**config.mk**
```make
export PLATFORM = sky130hd
export DESIGN_NAME = lane_sequencer
export DESIGN_NICKNAME = d
export VERILOG_FILES = /design/src/rtl/lane_seq_pkg.sv /design/src/rtl/lane_issue_if.sv /design/src/rtl/lane_req_capture.sv /design/src/rtl/lane_dispatch.sv /design/src/rtl/lane_issue_regs.sv /design/src/rtl/lane_sequencer.sv
export SDC_FILE = /design/constraint.sdc
export NUM_CORES = 1
export LEC_CHECK = 0
export BUFFER_PORTS_ARGS = -buffer_cell sky130_fd_sc_hd__buf_2
export CORE_AREA = 4 4 198 200
export DETAILED_ROUTE_END_ITERATION = 8
export DIE_AREA = 0 0 202 204
export PLACE_DENSITY = 0.79
export SYNTH_ARGS = -nofsm -noshare
export SYNTH_HDL_FRONTEND = slang
export SYNTH_HIERARCHICAL = 1
export SYNTH_SLANG_ARGS = --single-unit
```
**constraint.sdc**
```tcl
create_clock -name clk_i -period 11.87 [get_ports clk_i]
set_input_delay 1.7805 -clock clk_i [delete_from_list [all_inputs] [get_ports clk_i]]
set_output_delay 1.7805 -clock clk_i [all_outputs]
set_load 0.01 [all_outputs]
```
**src/rtl/lane_seq_pkg.sv**
```systemverilog
// Lane sequencer definitions
`default_nettype none

package lane_seq_pkg;

  //////////////////////////////
  // Lane geometry
  //////////////////////////////

  // Lanes in the vector unit and the width of a lane index
  localparam int unsigned nr_lanes  = 4;
  localparam int unsigned lane_id_w = 2;

  // Instruction IDs that may be in flight at once
  localparam int unsigned nr_vinsn = 8;
  localparam int unsigned vid_w    = 3;

  // Vector length and start element width
  localparam int unsigned vl_w = 16;

  // Operand queues served by this sequencer
  localparam int unsigned nr_opq = 6;

  // Mask bits packed into one byte of the mask register
  localparam int unsigned mask_bits_per_byte = 8;

  //////////////////////////////
  // Basic types
  //////////////////////////////

  typedef logic [vid_w-1:0]    vid_t;
  typedef logic [vl_w-1:0]     vlen_t;
  typedef logic [nr_vinsn-1:0] vinsn_mask_t;

  // Target functional unit of an instruction
  typedef enum logic [1:0] {
    vfu_none = 2'd0,
    vfu_alu  = 2'd1,
    vfu_mfpu = 2'd2
  } vfu_e;

  // Selected element width
  typedef enum logic [1:0] {
    ew8  = 2'd0,
    ew16 = 2'd1,
    ew32 = 2'd2,
    ew64 = 2'd3
  } vsew_e;

  // Index of each operand queue slot
  typedef enum logic [2:0] {
    opq_alu_a  = 3'd0,
    opq_alu_b  = 3'd1,
    opq_mfpu_a = 3'd2,
    opq_mfpu_b = 3'd3,
    opq_mfpu_c = 3'd4,
    opq_mask_m = 3'd5
  } opq_e;

  //////////////////////////////
  // Request and command words
  //////////////////////////////

  // Instruction as broadcast by the main sequencer to every lane
  typedef struct packed {
    vid_t        id;
    vfu_e        vfu;
    logic [5:0]  op;
    logic        vm;
    logic [4:0]  vs1;
    logic [4:0]  vs2;
    logic [4:0]  vd;
    logic        use_vs1;
    logic        use_vs2;
    logic        use_vd_op;
    vlen_t       vl;
    vlen_t       vstart;
    vsew_e       vsew;
    vinsn_mask_t hazard_vs1;
    vinsn_mask_t hazard_vs2;
    vinsn_mask_t hazard_vd;
    vinsn_mask_t hazard_vm;
  } pe_req_t;

  // Operation handed to the lane's functional units, with lane-local length
  typedef struct packed {
    vid_t       id;
    vfu_e       vfu;
    logic [5:0] op;
    logic       vm;
    logic [4:0] vd;
    logic       use_vs1;
    logic       use_vs2;
    logic       use_vd_op;
    vsew_e      vsew;
    vlen_t      vl;
    vlen_t      vstart;
  } vfu_op_t;

  // Command for one operand requester
  typedef struct packed {
    vid_t        id;
    logic [4:0]  vs;
    vsew_e       eew;
    vlen_t       vl;
    vlen_t       vstart;
    vinsn_mask_t hazard;
  } opq_cmd_t;

endpackage

`default_nettype wire

```
**src/rtl/lane_issue_if.sv**
```systemverilog
// Dispatch to issue link
`default_nettype none

interface lane_issue_if import lane_seq_pkg::*; ();

  // Commands and push strobes, one per operand queue
  opq_cmd_t [nr_opq-1:0] opq_cmd;
  logic     [nr_opq-1:0] opq_push;

  // Operation for the functional units
  vfu_op_t vfu_op;
  logic    vfu_op_push;

  // Instructions finished on the spot because this lane has no elements
  vinsn_mask_t muted_done;

  // Current occupancy of each operand queue slot
  logic [nr_opq-1:0] opq_busy;

  modport dispatch (
    output opq_cmd,
    output opq_push,
    output vfu_op,
    output vfu_op_push,
    output muted_done,
    input  opq_busy
  );

  modport issue (
    input  opq_cmd,
    input  opq_push,
    input  vfu_op,
    input  vfu_op_push,
    input  muted_done,
    output opq_busy
  );

endinterface

`default_nettype wire

```
**src/rtl/lane_req_capture.sv**
```systemverilog
// Request capture stage
`default_nettype none

module lane_req_capture import lane_seq_pkg::*; (
  input  logic    clk_i,
  input  logic    rst_ni,
  // Broadcast from the main sequencer
  input  pe_req_t pe_req_i,
  input  logic    pe_req_valid_i,
  output logic    pe_req_ready_o,
  // Towards dispatch
  output pe_req_t req_o,
  output logic    req_valid_o,
  input  logic    req_ready_i
);

  //////////////////////////////
  // Duplicate filter
  //////////////////////////////

  // The main sequencer keeps broadcasting an instruction until all lanes took it
  vid_t last_id_q;
  logic sync_q;
  logic valid_msk;
  logic push;

  // Register contents of the one-entry buffer
  pe_req_t data_q;
  logic    full_q;

  always_comb begin
    // A broadcast carrying the ID we already took is invisible while synced
    valid_msk = pe_req_valid_i && !(sync_q && (pe_req_i.id == last_id_q));

    // Only an empty buffer accepts a new request
    pe_req_ready_o = !full_q;
    push           = valid_msk && pe_req_ready_o;

    // Fall through when empty, so dispatch sees the request at once
    req_valid_o = full_q || valid_msk;
    req_o       = full_q ? data_q : pe_req_i;
  end

  always_ff @(posedge clk_i or negedge rst_ni) begin
    if (!rst_ni) begin
      last_id_q <= '0;
      sync_q    <= 1'b0;
      full_q    <= 1'b0;
    end else begin
      // Remember what was taken, forget it once the broadcast ends
      if (push) begin
        last_id_q <= pe_req_i.id;
        sync_q    <= 1'b1;
      end else if (!pe_req_valid_i) begin
        sync_q <= 1'b0;
      end
      // Buffer fills only when dispatch did not take the request directly
      if (full_q && req_ready_i) begin
        full_q <= 1'b0;
      end else if (push && !req_ready_i) begin
        full_q <= 1'b1;
      end
    end
  end

  // Payload of the buffer
  always_ff @(posedge clk_i) begin
    if (push && !req_ready_i) begin
      data_q <= pe_req_i;
    end
  end

endmodule

`default_nettype wire

```
**src/rtl/lane_dispatch.sv**
```systemverilog
// Lane dispatch stage
`default_nettype none

module lane_dispatch import lane_seq_pkg::*; (
  input  logic                 clk_i,
  input  logic                 rst_ni,
  input  logic [lane_id_w-1:0] lane_id_i,
  input  vinsn_mask_t          pe_vinsn_running_i,
  // From the capture stage
  input  pe_req_t              req_i,
  input  logic                 req_valid_i,
  output logic                 req_ready_o,
  // Towards the issue registers
  lane_issue_if.dispatch       issue
);

  vinsn_mask_t running_q;
  vinsn_mask_t running_d;
  vinsn_mask_t running_now;
  vlen_t       lane_vl;
  vlen_t       lane_vstart;
  vlen_t       mask_vl;
  logic        needs_stall;
  logic        muted;
  logic        fire;

  // Builds one operand request command for the current instruction
  function automatic opq_cmd_t make_cmd(input pe_req_t req, input logic [4:0] vs,
                                        input vlen_t vl, input vlen_t vstart,
                                        input vinsn_mask_t hazard);
    opq_cmd_t cmd;
    cmd.id     = req.id;
    cmd.vs     = vs;
    cmd.eew    = req.vsew;
    cmd.vl     = vl;
    cmd.vstart = vstart;
    cmd.hazard = hazard;
    return cmd;
  endfunction

  //////////////////////////////
  // Lane length arithmetic
  //////////////////////////////

  always_comb begin
    // Elements are striped over lanes, low lanes take the remainder
    lane_vl = req_i.vl / vlen_t'(nr_lanes);
    if (lane_id_i < req_i.vl[lane_id_w-1:0]) begin
      lane_vl = lane_vl + vlen_t'(1);
    end
    lane_vstart = req_i.vstart / vlen_t'(nr_lanes);

    // Mask words are shared by all lanes, so round the count up
    mask_vl = (req_i.vl / vlen_t'(nr_lanes * mask_bits_per_byte)) >> unsigned'(req_i.vsew);
    if (vlen_t'((mask_vl << unsigned'(req_i.vsew)) * vlen_t'(nr_lanes * mask_bits_per_byte))
        != req_i.vl) begin
      mask_vl = mask_vl + vlen_t'(1);
    end
  end

  //////////////////////////////
  // Stall and handshake
  //////////////////////////////

  always_comb begin
    // Drop instructions the main sequencer no longer reports as running
    running_now = running_q & pe_vinsn_running_i;

    // Every slot the target unit may push has to be free
    case (req_i.vfu)
      vfu_alu: needs_stall = issue.opq_busy[opq_alu_a] || issue.opq_busy[opq_alu_b] ||
                             issue.opq_busy[opq_mask_m];
      vfu_mfpu: needs_stall = issue.opq_busy[opq_mfpu_a] || issue.opq_busy[opq_mfpu_b] ||
                              issue.opq_busy[opq_mfpu_c] || issue.opq_busy[opq_mask_m];
      default: needs_stall = 1'b0;
    endcase

    // An ID that is still running waits instead of being dropped
    req_ready_o = !needs_stall && !running_now[req_i.id];
    fire        = req_valid_i && req_ready_o;

    // Nothing for this lane to do
    muted = (req_i.vfu != vfu_none) && (lane_vl == '0);
  end

  //////////////////////////////
  // Command building
  //////////////////////////////

  always_comb begin
    running_d = running_now;

    // Sources go to A and B, the destination operand to C
    issue.opq_cmd[opq_alu_a]  = make_cmd(req_i, req_i.vs1, lane_vl, lane_vstart,
                                         req_i.hazard_vs1 | req_i.hazard_vd);
    issue.opq_cmd[opq_alu_b]  = make_cmd(req_i, req_i.vs2, lane_vl, lane_vstart,
                                         req_i.hazard_vs2 | req_i.hazard_vd);
    issue.opq_cmd[opq_mfpu_a] = make_cmd(req_i, req_i.vs1, lane_vl, lane_vstart,
                                         req_i.hazard_vs1 | req_i.hazard_vd);
    issue.opq_cmd[opq_mfpu_b] = make_cmd(req_i, req_i.vs2, lane_vl, lane_vstart,
                                         req_i.hazard_vs2 | req_i.hazard_vd);
    issue.opq_cmd[opq_mfpu_c] = make_cmd(req_i, req_i.vd, lane_vl, lane_vstart,
                                         req_i.hazard_vd);
    // The mask always lives in v0
    issue.opq_cmd[opq_mask_m] = make_cmd(req_i, 5'd0, mask_vl, lane_vstart,
                                         req_i.hazard_vm | req_i.hazard_vd);

    issue.vfu_op = '{
      id:        req_i.id,
      vfu:       req_i.vfu,
      op:        req_i.op,
      vm:        req_i.vm,
      vd:        req_i.vd,
      use_vs1:   req_i.use_vs1,
      use_vs2:   req_i.use_vs2,
      use_vd_op: req_i.use_vd_op,
      vsew:      req_i.vsew,
      vl:        lane_vl,
      vstart:    lane_vstart
    };

    issue.opq_push    = '0;
    issue.vfu_op_push = 1'b0;
    issue.muted_done  = '0;

    if (fire && muted) begin
      // Report completion directly, nothing gets issued
      issue.muted_done[req_i.id] = 1'b1;
    end else if (fire) begin
      case (req_i.vfu)
        vfu_alu: begin
          issue.opq_push[opq_alu_a]  = req_i.use_vs1;
          issue.opq_push[opq_alu_b]  = req_i.use_vs2;
          issue.opq_push[opq_mask_m] = !req_i.vm;
          issue.vfu_op_push          = 1'b1;
          running_d[req_i.id]        = 1'b1;
        end
        vfu_mfpu: begin
          issue.opq_push[opq_mfpu_a] = req_i.use_vs1;
          issue.opq_push[opq_mfpu_b] = req_i.use_vs2;
          issue.opq_push[opq_mfpu_c] = req_i.use_vd_op;
          issue.opq_push[opq_mask_m] = !req_i.vm;
          issue.vfu_op_push          = 1'b1;
          running_d[req_i.id]        = 1'b1;
        end
        default: ;
      endcase
    end
  end

  always_ff @(posedge clk_i or negedge rst_ni) begin
    if (!rst_ni) begin
      running_q <= '0;
    end else begin
      running_q <= running_d;
    end
  end

endmodule

`default_nettype wire

```
**src/rtl/lane_issue_regs.sv**
```systemverilog
// Lane issue registers
`default_nettype none

module lane_issue_regs import lane_seq_pkg::*; (
  input  logic                  clk_i,
  input  logic                  rst_ni,
  lane_issue_if.issue           issue,
  // Operand requester slots
  output opq_cmd_t [nr_opq-1:0] operand_request_o,
  output logic     [nr_opq-1:0] operand_request_valid_o,
  input  logic     [nr_opq-1:0] operand_request_ready_i,
  // Functional units
  output vfu_op_t               vfu_operation_o,
  output logic                  vfu_operation_valid_o,
  input  vinsn_mask_t           alu_vinsn_done_i,
  input  vinsn_mask_t           mfpu_vinsn_done_i,
  output logic                  alu_vinsn_done_o,
  output logic                  mfpu_vinsn_done_o,
  // Completion report to the main sequencer
  output vinsn_mask_t           pe_resp_o
);

  logic [nr_opq-1:0] slot_valid_d;

  //////////////////////////////
  // Operand request slots
  //////////////////////////////

  always_comb begin
    for (int q = 0; q < nr_opq; q++) begin
      // Slot empties on a handshake, a fresh push takes priority
      slot_valid_d[q] = operand_request_valid_o[q] && !operand_request_ready_i[q];
      if (issue.opq_push[q]) begin
        slot_valid_d[q] = 1'b1;
      end
    end
  end

  // Dispatch stalls on any slot that still waits for its requester
  assign issue.opq_busy = operand_request_valid_o;

  always_ff @(posedge clk_i or negedge rst_ni) begin
    if (!rst_ni) begin
      operand_request_valid_o <= '0;
      vfu_operation_valid_o   <= 1'b0;
      pe_resp_o               <= '0;
      alu_vinsn_done_o        <= 1'b0;
      mfpu_vinsn_done_o       <= 1'b0;
    end else begin
      operand_request_valid_o <= slot_valid_d;
      // One-cycle pulse per issued operation
      vfu_operation_valid_o   <= issue.vfu_op_push;
      // Completion of any unit, plus lanes that had nothing to do
      pe_resp_o               <= alu_vinsn_done_i | mfpu_vinsn_done_i | issue.muted_done;
      alu_vinsn_done_o        <= |alu_vinsn_done_i;
      mfpu_vinsn_done_o       <= |mfpu_vinsn_done_i;
    end
  end

  // Payloads only change on a push
  always_ff @(posedge clk_i) begin
    for (int q = 0; q < nr_opq; q++) begin
      if (issue.opq_push[q]) begin
        operand_request_o[q] <= issue.opq_cmd[q];
      end
    end
    if (issue.vfu_op_push) begin
      vfu_operation_o <= issue.vfu_op;
    end
  end

endmodule

`default_nettype wire

```
**src/rtl/lane_sequencer.sv**
```systemverilog
// Lane sequencer top
`default_nettype none

module lane_sequencer import lane_seq_pkg::*; (
  input  logic                  clk_i,
  input  logic                  rst_ni,
  input  logic [lane_id_w-1:0]  lane_id_i,
  // Main sequencer
  input  pe_req_t               pe_req_i,
  input  logic                  pe_req_valid_i,
  output logic                  pe_req_ready_o,
  input  vinsn_mask_t           pe_vinsn_running_i,
  output vinsn_mask_t           pe_resp_o,
  // Operand requester
  output opq_cmd_t [nr_opq-1:0] operand_request_o,
  output logic     [nr_opq-1:0] operand_request_valid_o,
  input  logic     [nr_opq-1:0] operand_request_ready_i,
  // Functional units
  output vfu_op_t               vfu_operation_o,
  output logic                  vfu_operation_valid_o,
  input  vinsn_mask_t           alu_vinsn_done_i,
  input  vinsn_mask_t           mfpu_vinsn_done_i,
  output logic                  alu_vinsn_done_o,
  output logic                  mfpu_vinsn_done_o
);

  // Capture to dispatch handshake
  pe_req_t req;
  logic    req_valid;
  logic    req_ready;

  lane_issue_if issue_if ();

  //////////////////////////////
  // Pipeline stages
  //////////////////////////////

  lane_req_capture i_capture (
    .clk_i          (clk_i),
    .rst_ni         (rst_ni),
    .pe_req_i       (pe_req_i),
    .pe_req_valid_i (pe_req_valid_i),
    .pe_req_ready_o (pe_req_ready_o),
    .req_o          (req),
    .req_valid_o    (req_valid),
    .req_ready_i    (req_ready)
  );

  lane_dispatch i_dispatch (
    .clk_i              (clk_i),
    .rst_ni             (rst_ni),
    .lane_id_i          (lane_id_i),
    .pe_vinsn_running_i (pe_vinsn_running_i),
    .req_i              (req),
    .req_valid_i        (req_valid),
    .req_ready_o        (req_ready),
    .issue              (issue_if.dispatch)
  );

  lane_issue_regs i_issue (
    .clk_i                   (clk_i),
    .rst_ni                  (rst_ni),
    .issue                   (issue_if.issue),
    .operand_request_o       (operand_request_o),
    .operand_request_valid_o (operand_request_valid_o),
    .operand_request_ready_i (operand_request_ready_i),
    .vfu_operation_o         (vfu_operation_o),
    .vfu_operation_valid_o   (vfu_operation_valid_o),
    .alu_vinsn_done_i        (alu_vinsn_done_i),
    .mfpu_vinsn_done_i       (mfpu_vinsn_done_i),
    .alu_vinsn_done_o        (alu_vinsn_done_o),
    .mfpu_vinsn_done_o       (mfpu_vinsn_done_o),
    .pe_resp_o               (pe_resp_o)
  );

endmodule

`default_nettype wire

```
Word-level counts from Yosys, hierarchy flattened
Index checks and enable logic that the tools add are counted.
Word-level totals
  input port bits: 131
  bits in registers: 461
Operators by class
  eq/ne operators: 5
  add/sub/neg operators: 2
  reductions and logical operators: 40
  mux-type cells: 30
  shift operators: 2
  $lt $le $gt $ge: 3
  bitwise logic cells: 7
Operators with widths (count)
  $mux 96: 1
  $or 8x8->8: 6
  $mux 16: 2
  $mux 8: 4
  $add 16x1->16 const B: 1
  $logic_and 1x1->1: 16
  $logic_not 16->1: 1
  $mux 1: 16
  $ne 16x16->1: 1
  $reduce_or 8->1: 2
  $shl 16x2->11: 1
  $shr 11x2->16: 1
  $add 14x1->15 const B: 1
  $logic_not 1->1: 12
  $mux 6: 2
  $and 8x8->8: 1
  $logic_or 1x1->1: 6
  $lt 3x4->1 const B: 1
  $reduce_bool 2->1: 2
  $bmux 1 s3: 1
  $demux 1 s3: 1
  $eq 3x3->1: 1
  $ge 3x1->1 const B: 1
  $mux 3: 1
  7 further kinds: 7

Longest topological paths before layout
  depth after elaboration: 10
  depth in mapped cells: 13
  mapped depth without buffers: 10

By module
The synthesis kept the hierarchy.
By module, submodules not included
  lane_issue_regs: area each 11250.8 um^2, times used 1, cells an instance 403
  lane_req_capture: area each 4300.4 um^2, times used 1, cells an instance 224
  lane_dispatch: area each 4155.2 um^2, times used 1, cells an instance 542

Least setup slack after synthesis
No wires, ideal clock.
  kind: input to register
  start point: in pe_req_i[51] (netlist name)
  end point: reg, netlist name i_issue/operand_request_o[250]
  required time: 11.267 ns
  data arrival time: 8.748 ns
  cell stages on the path: 10
  buffers on the path: 2
  setup slack: 2.520 ns
  setup time: 0.603 ns
  cell sequence: mux2_2 inv_1 ha_1 buf_2 a2111oi_2 nor3_1 a41oi_1 nor4_2 buf_2 nor4b_1
Between the ends
  longest elaborated chain between the ends: 7
RTL lines
  start, declared: line lane_sequencer.sv:9  | input pe_req_t pe_req_i,
  $mux 96: line lane_req_capture.sv:41  | req_o = full_q ? data_q : pe_req_i;
  $lt 2x2->1: line lane_dispatch.sv:48  | if (lane_id_i < req_i.vl[lane_id_w-1:0]) begin
  $mux 16: line lane_dispatch.sv:48
  $logic_not 16->1: line lane_dispatch.sv:83  | muted = (req_i.vfu != vfu_none) && (lane_vl == '0);
  $logic_and 1x1->1: line lane_dispatch.sv:83
  $logic_and 1x1->1: line lane_dispatch.sv:126  | if (fire && muted) begin
  $mux 6: line lane_dispatch.sv:126
  net issue_if.opq_push[5]: line lane_issue_if.sv:8  | logic [nr_opq-1:0] opq_push;
The timed path passes the listed nets, and every way through them passes these cells.
A chain may end at the register's enable or synchronous reset.

==> run_results.csv <==
group,metric,value,unit
setup_path,arrival,5290,ps
pwr,power.density,230,nW/µm²
floorplan,io-pin-count,503,
placement,gp_congestion,0.849,
route,dr.pass1.iters,5,
floorplan,die_x,202,µm
pwr,p_sw_frac,0.290,
yosys,mappedNetlistArea,19600,µm²
sta,rsz0062_at_grt,"false",
job,maxCapViolCount,0,
clock_tree,root_buffer,"clkbuf_16",
setup_path,start_kind,"register",
cells_and_area,mostFrequentLayoutCell,"buf_2",
grt,grt_pass1_vias,10390,
route,wl_per_cell,22.1,µm
clock_tree,insertion_delay,550,ps
route,drc,0,
pwr,pwr-share-seq,0.477,
sta,setup_viol,0,
sta,fin_setup_tns,0,ps
sta,skew,13.7,ps
route,via_per_inst,5.10,
route,drtIter0Drc,671,
floorplan,initial_core_util,0.525,
pwr,power_switching,1.47,mW
clock_tree,cts_tree,"done",
sta,hold-worst-slack,485,ps
pwr,vdd_ir_drop_max,0.199,mV
cells_and_area,layout_common_cells,"buf_2 (500), edfxtp_1 (448), mux2_2 (97)",
setup_path,critPathKind,"reg2reg",
placement,place_inst,1880,
setup_path,endpoint_kind,"register",
placement,hpwlAfterDp,29900,µm
clock_tree,cts_hold_buf,0,
sta,slew_headroom,0.253,
grt,grt_pass1_wl,63500,µm
cells_and_area,final_cells,1971,
setup_path,required,12040,ps
pwr,leakagePower,8.39,nW
clock_tree,cts_sinks,478,
floorplan,dieArea,41200,µm²
grt,overflow,0,
floorplan,placement_rows,71,
grt,grt_util_all_layers,0.203,
floorplan,core-area,37400,µm²
sta,worstMarginPinSlew,1110,ps
route,drt-total-wl,43600,µm
sta,slew_viol_final,0,
placement,io_buffers,500,
grt,grt_max_degree,72,
pwr,pwr-share-clk,0.291,
route,ant_nets,0,
pwr,total_power,5.08,mW
sta,period_needed,5120,ps
clock_tree,cts_max_path_buffers,3,
cells_and_area,multi_input_area,3030,µm²
sta,fmaxAchievable,0.195,GHz
hold_path,min_path_type,"reg2reg",
pwr,p_int,3.61,mW
pwr,combPwrFrac,0.232,
floorplan,die_y,204,µm
cells_and_area,fin_nets,1555,
cells_and_area,seq_area,14200,µm²
yosys,syn_avg_cell_area,16.8,µm²
yosys,syn_inst,1165,
clock_tree,cts_made_buffers,46,
grt,antenna_found_initial,8,
route,vias,10052,
run_status,status,"finished clean",
sta,fin_crit_sh,0.431,
yosys,yosys_warnings,6,
clock_tree,cts_setup_buffers,0,
setup_path,critPathMaxFanout,57,
clock_tree,path_clk_slew,60,ps
cells_and_area,final_layout_size_suffix_gt1_frac,0.508,
cells_and_area,synthToLayoutAreaGrowth,12.7,%
clock_tree,htree_levels,2,
sta,final-hold-violation-count,0,
clock_tree,cts_resized,0,
cells_and_area,nFillCells,2713,
[area by class of cell]
| type | count | area share |
|---|---|---|
| Inverter | 18 | 0.00305 |
| Sequential cell | 478 | 0.642 |
| Antenna cell | 6 | 0.000679 |
| Tap cell | 511 | 0.0289 |
| Multi-Input combinational cell | 358 | 0.137 |
| Timing Repair Buffer | 515 | 0.118 |
| Clock inverter | 27 | 0.0130 |
| Clock buffer | 58 | 0.0570 |
[sequential cells by signal, summed over array words and instances (netlist names)]
| name | flops |
|---|---|
| i_issue/vfu_operation_o | 54 |
| i_capture/last_id_q | 3 |
| i_capture/full_q | 1 |
| i_capture/sync_q | 1 |
| i_dispatch/running_q | 8 |
| i_issue/issue.opq_busy | 6 |
| i_capture/data_q | 94 |
| i_issue/alu_vinsn_done_o | 1 |
| i_issue/operand_request_o | 300 |
| i_issue/pe_resp_o | 8 |
| i_issue/vfu_operation_valid_o | 1 |
| i_issue/mfpu_vinsn_done_o | 1 |
[power groups by stage]
stage	sequential [mW]	combinational, mW	clock (mW)
after global routing	2.45	1.27	1.58
after floorplan	2.58	1.04	0
final	2.42	1.18	1.48
after global placement	2.45	1.15	0
after detailed placement	2.46	1.19	0
after CTS	2.43	1.19	1.50
[critical path, cell delays in order (launching register included)]
cell     delay, ps
dfrtp_4        850
buf_4          740
mux2_2         450
ha_1           270
nor3_1         170
a21oi_1         60
o21a_1         180
nor2_1         150
nand2_1        630
nor4b_2        430
buf_4          720
[routing by layer]
layer  up-vias  GRT usage  share of wire
met3        70     0.0570          0.085
met5         -          0        0.00062
met2       497      0.339           0.50
met4         4     0.0764          0.027
li1       4442          -              -
met1      5039      0.255           0.39
[stage by stage]
stage | utilization | worst slack [ps] | cell area [µm²]
after floorplan | - | 2520 | 19700
after global placement | 0.550 | 6300 | 20600
after detailed placement | 0.550 | 6270 | 20600
after CTS | 0.591 | 6710 | 22100
after global routing | 0.591 | 6330 | 22100
final | 0.592 | 6750 | 22100
[final timing paths]
| check | startpoint | endpoint | slack [ps] | cells after the start |
|---|---|---|---|---|
| setup / recovery | i_capture/full_q | i_issue/operand_request_o[288] | 6750 | 10 |
| hold / removal | i_dispatch/running_q[7] | i_dispatch/running_q[7] | 490 | 2 |
| setup reg to reg | i_capture/full_q | i_issue/operand_request_o[288] | 6750 | 10 |
| hold reg to reg | i_dispatch/running_q[7] | i_dispatch/running_q[7] | 490 | 2 |
| max in group asynchronous | rst_ni | i_capture/full_q | 10070 | 1 |
| min in group asynchronous | rst_ni | i_issue/issue.opq_busy[1] | 1280 | 1 |
Power figures use the tool's default switching activity.
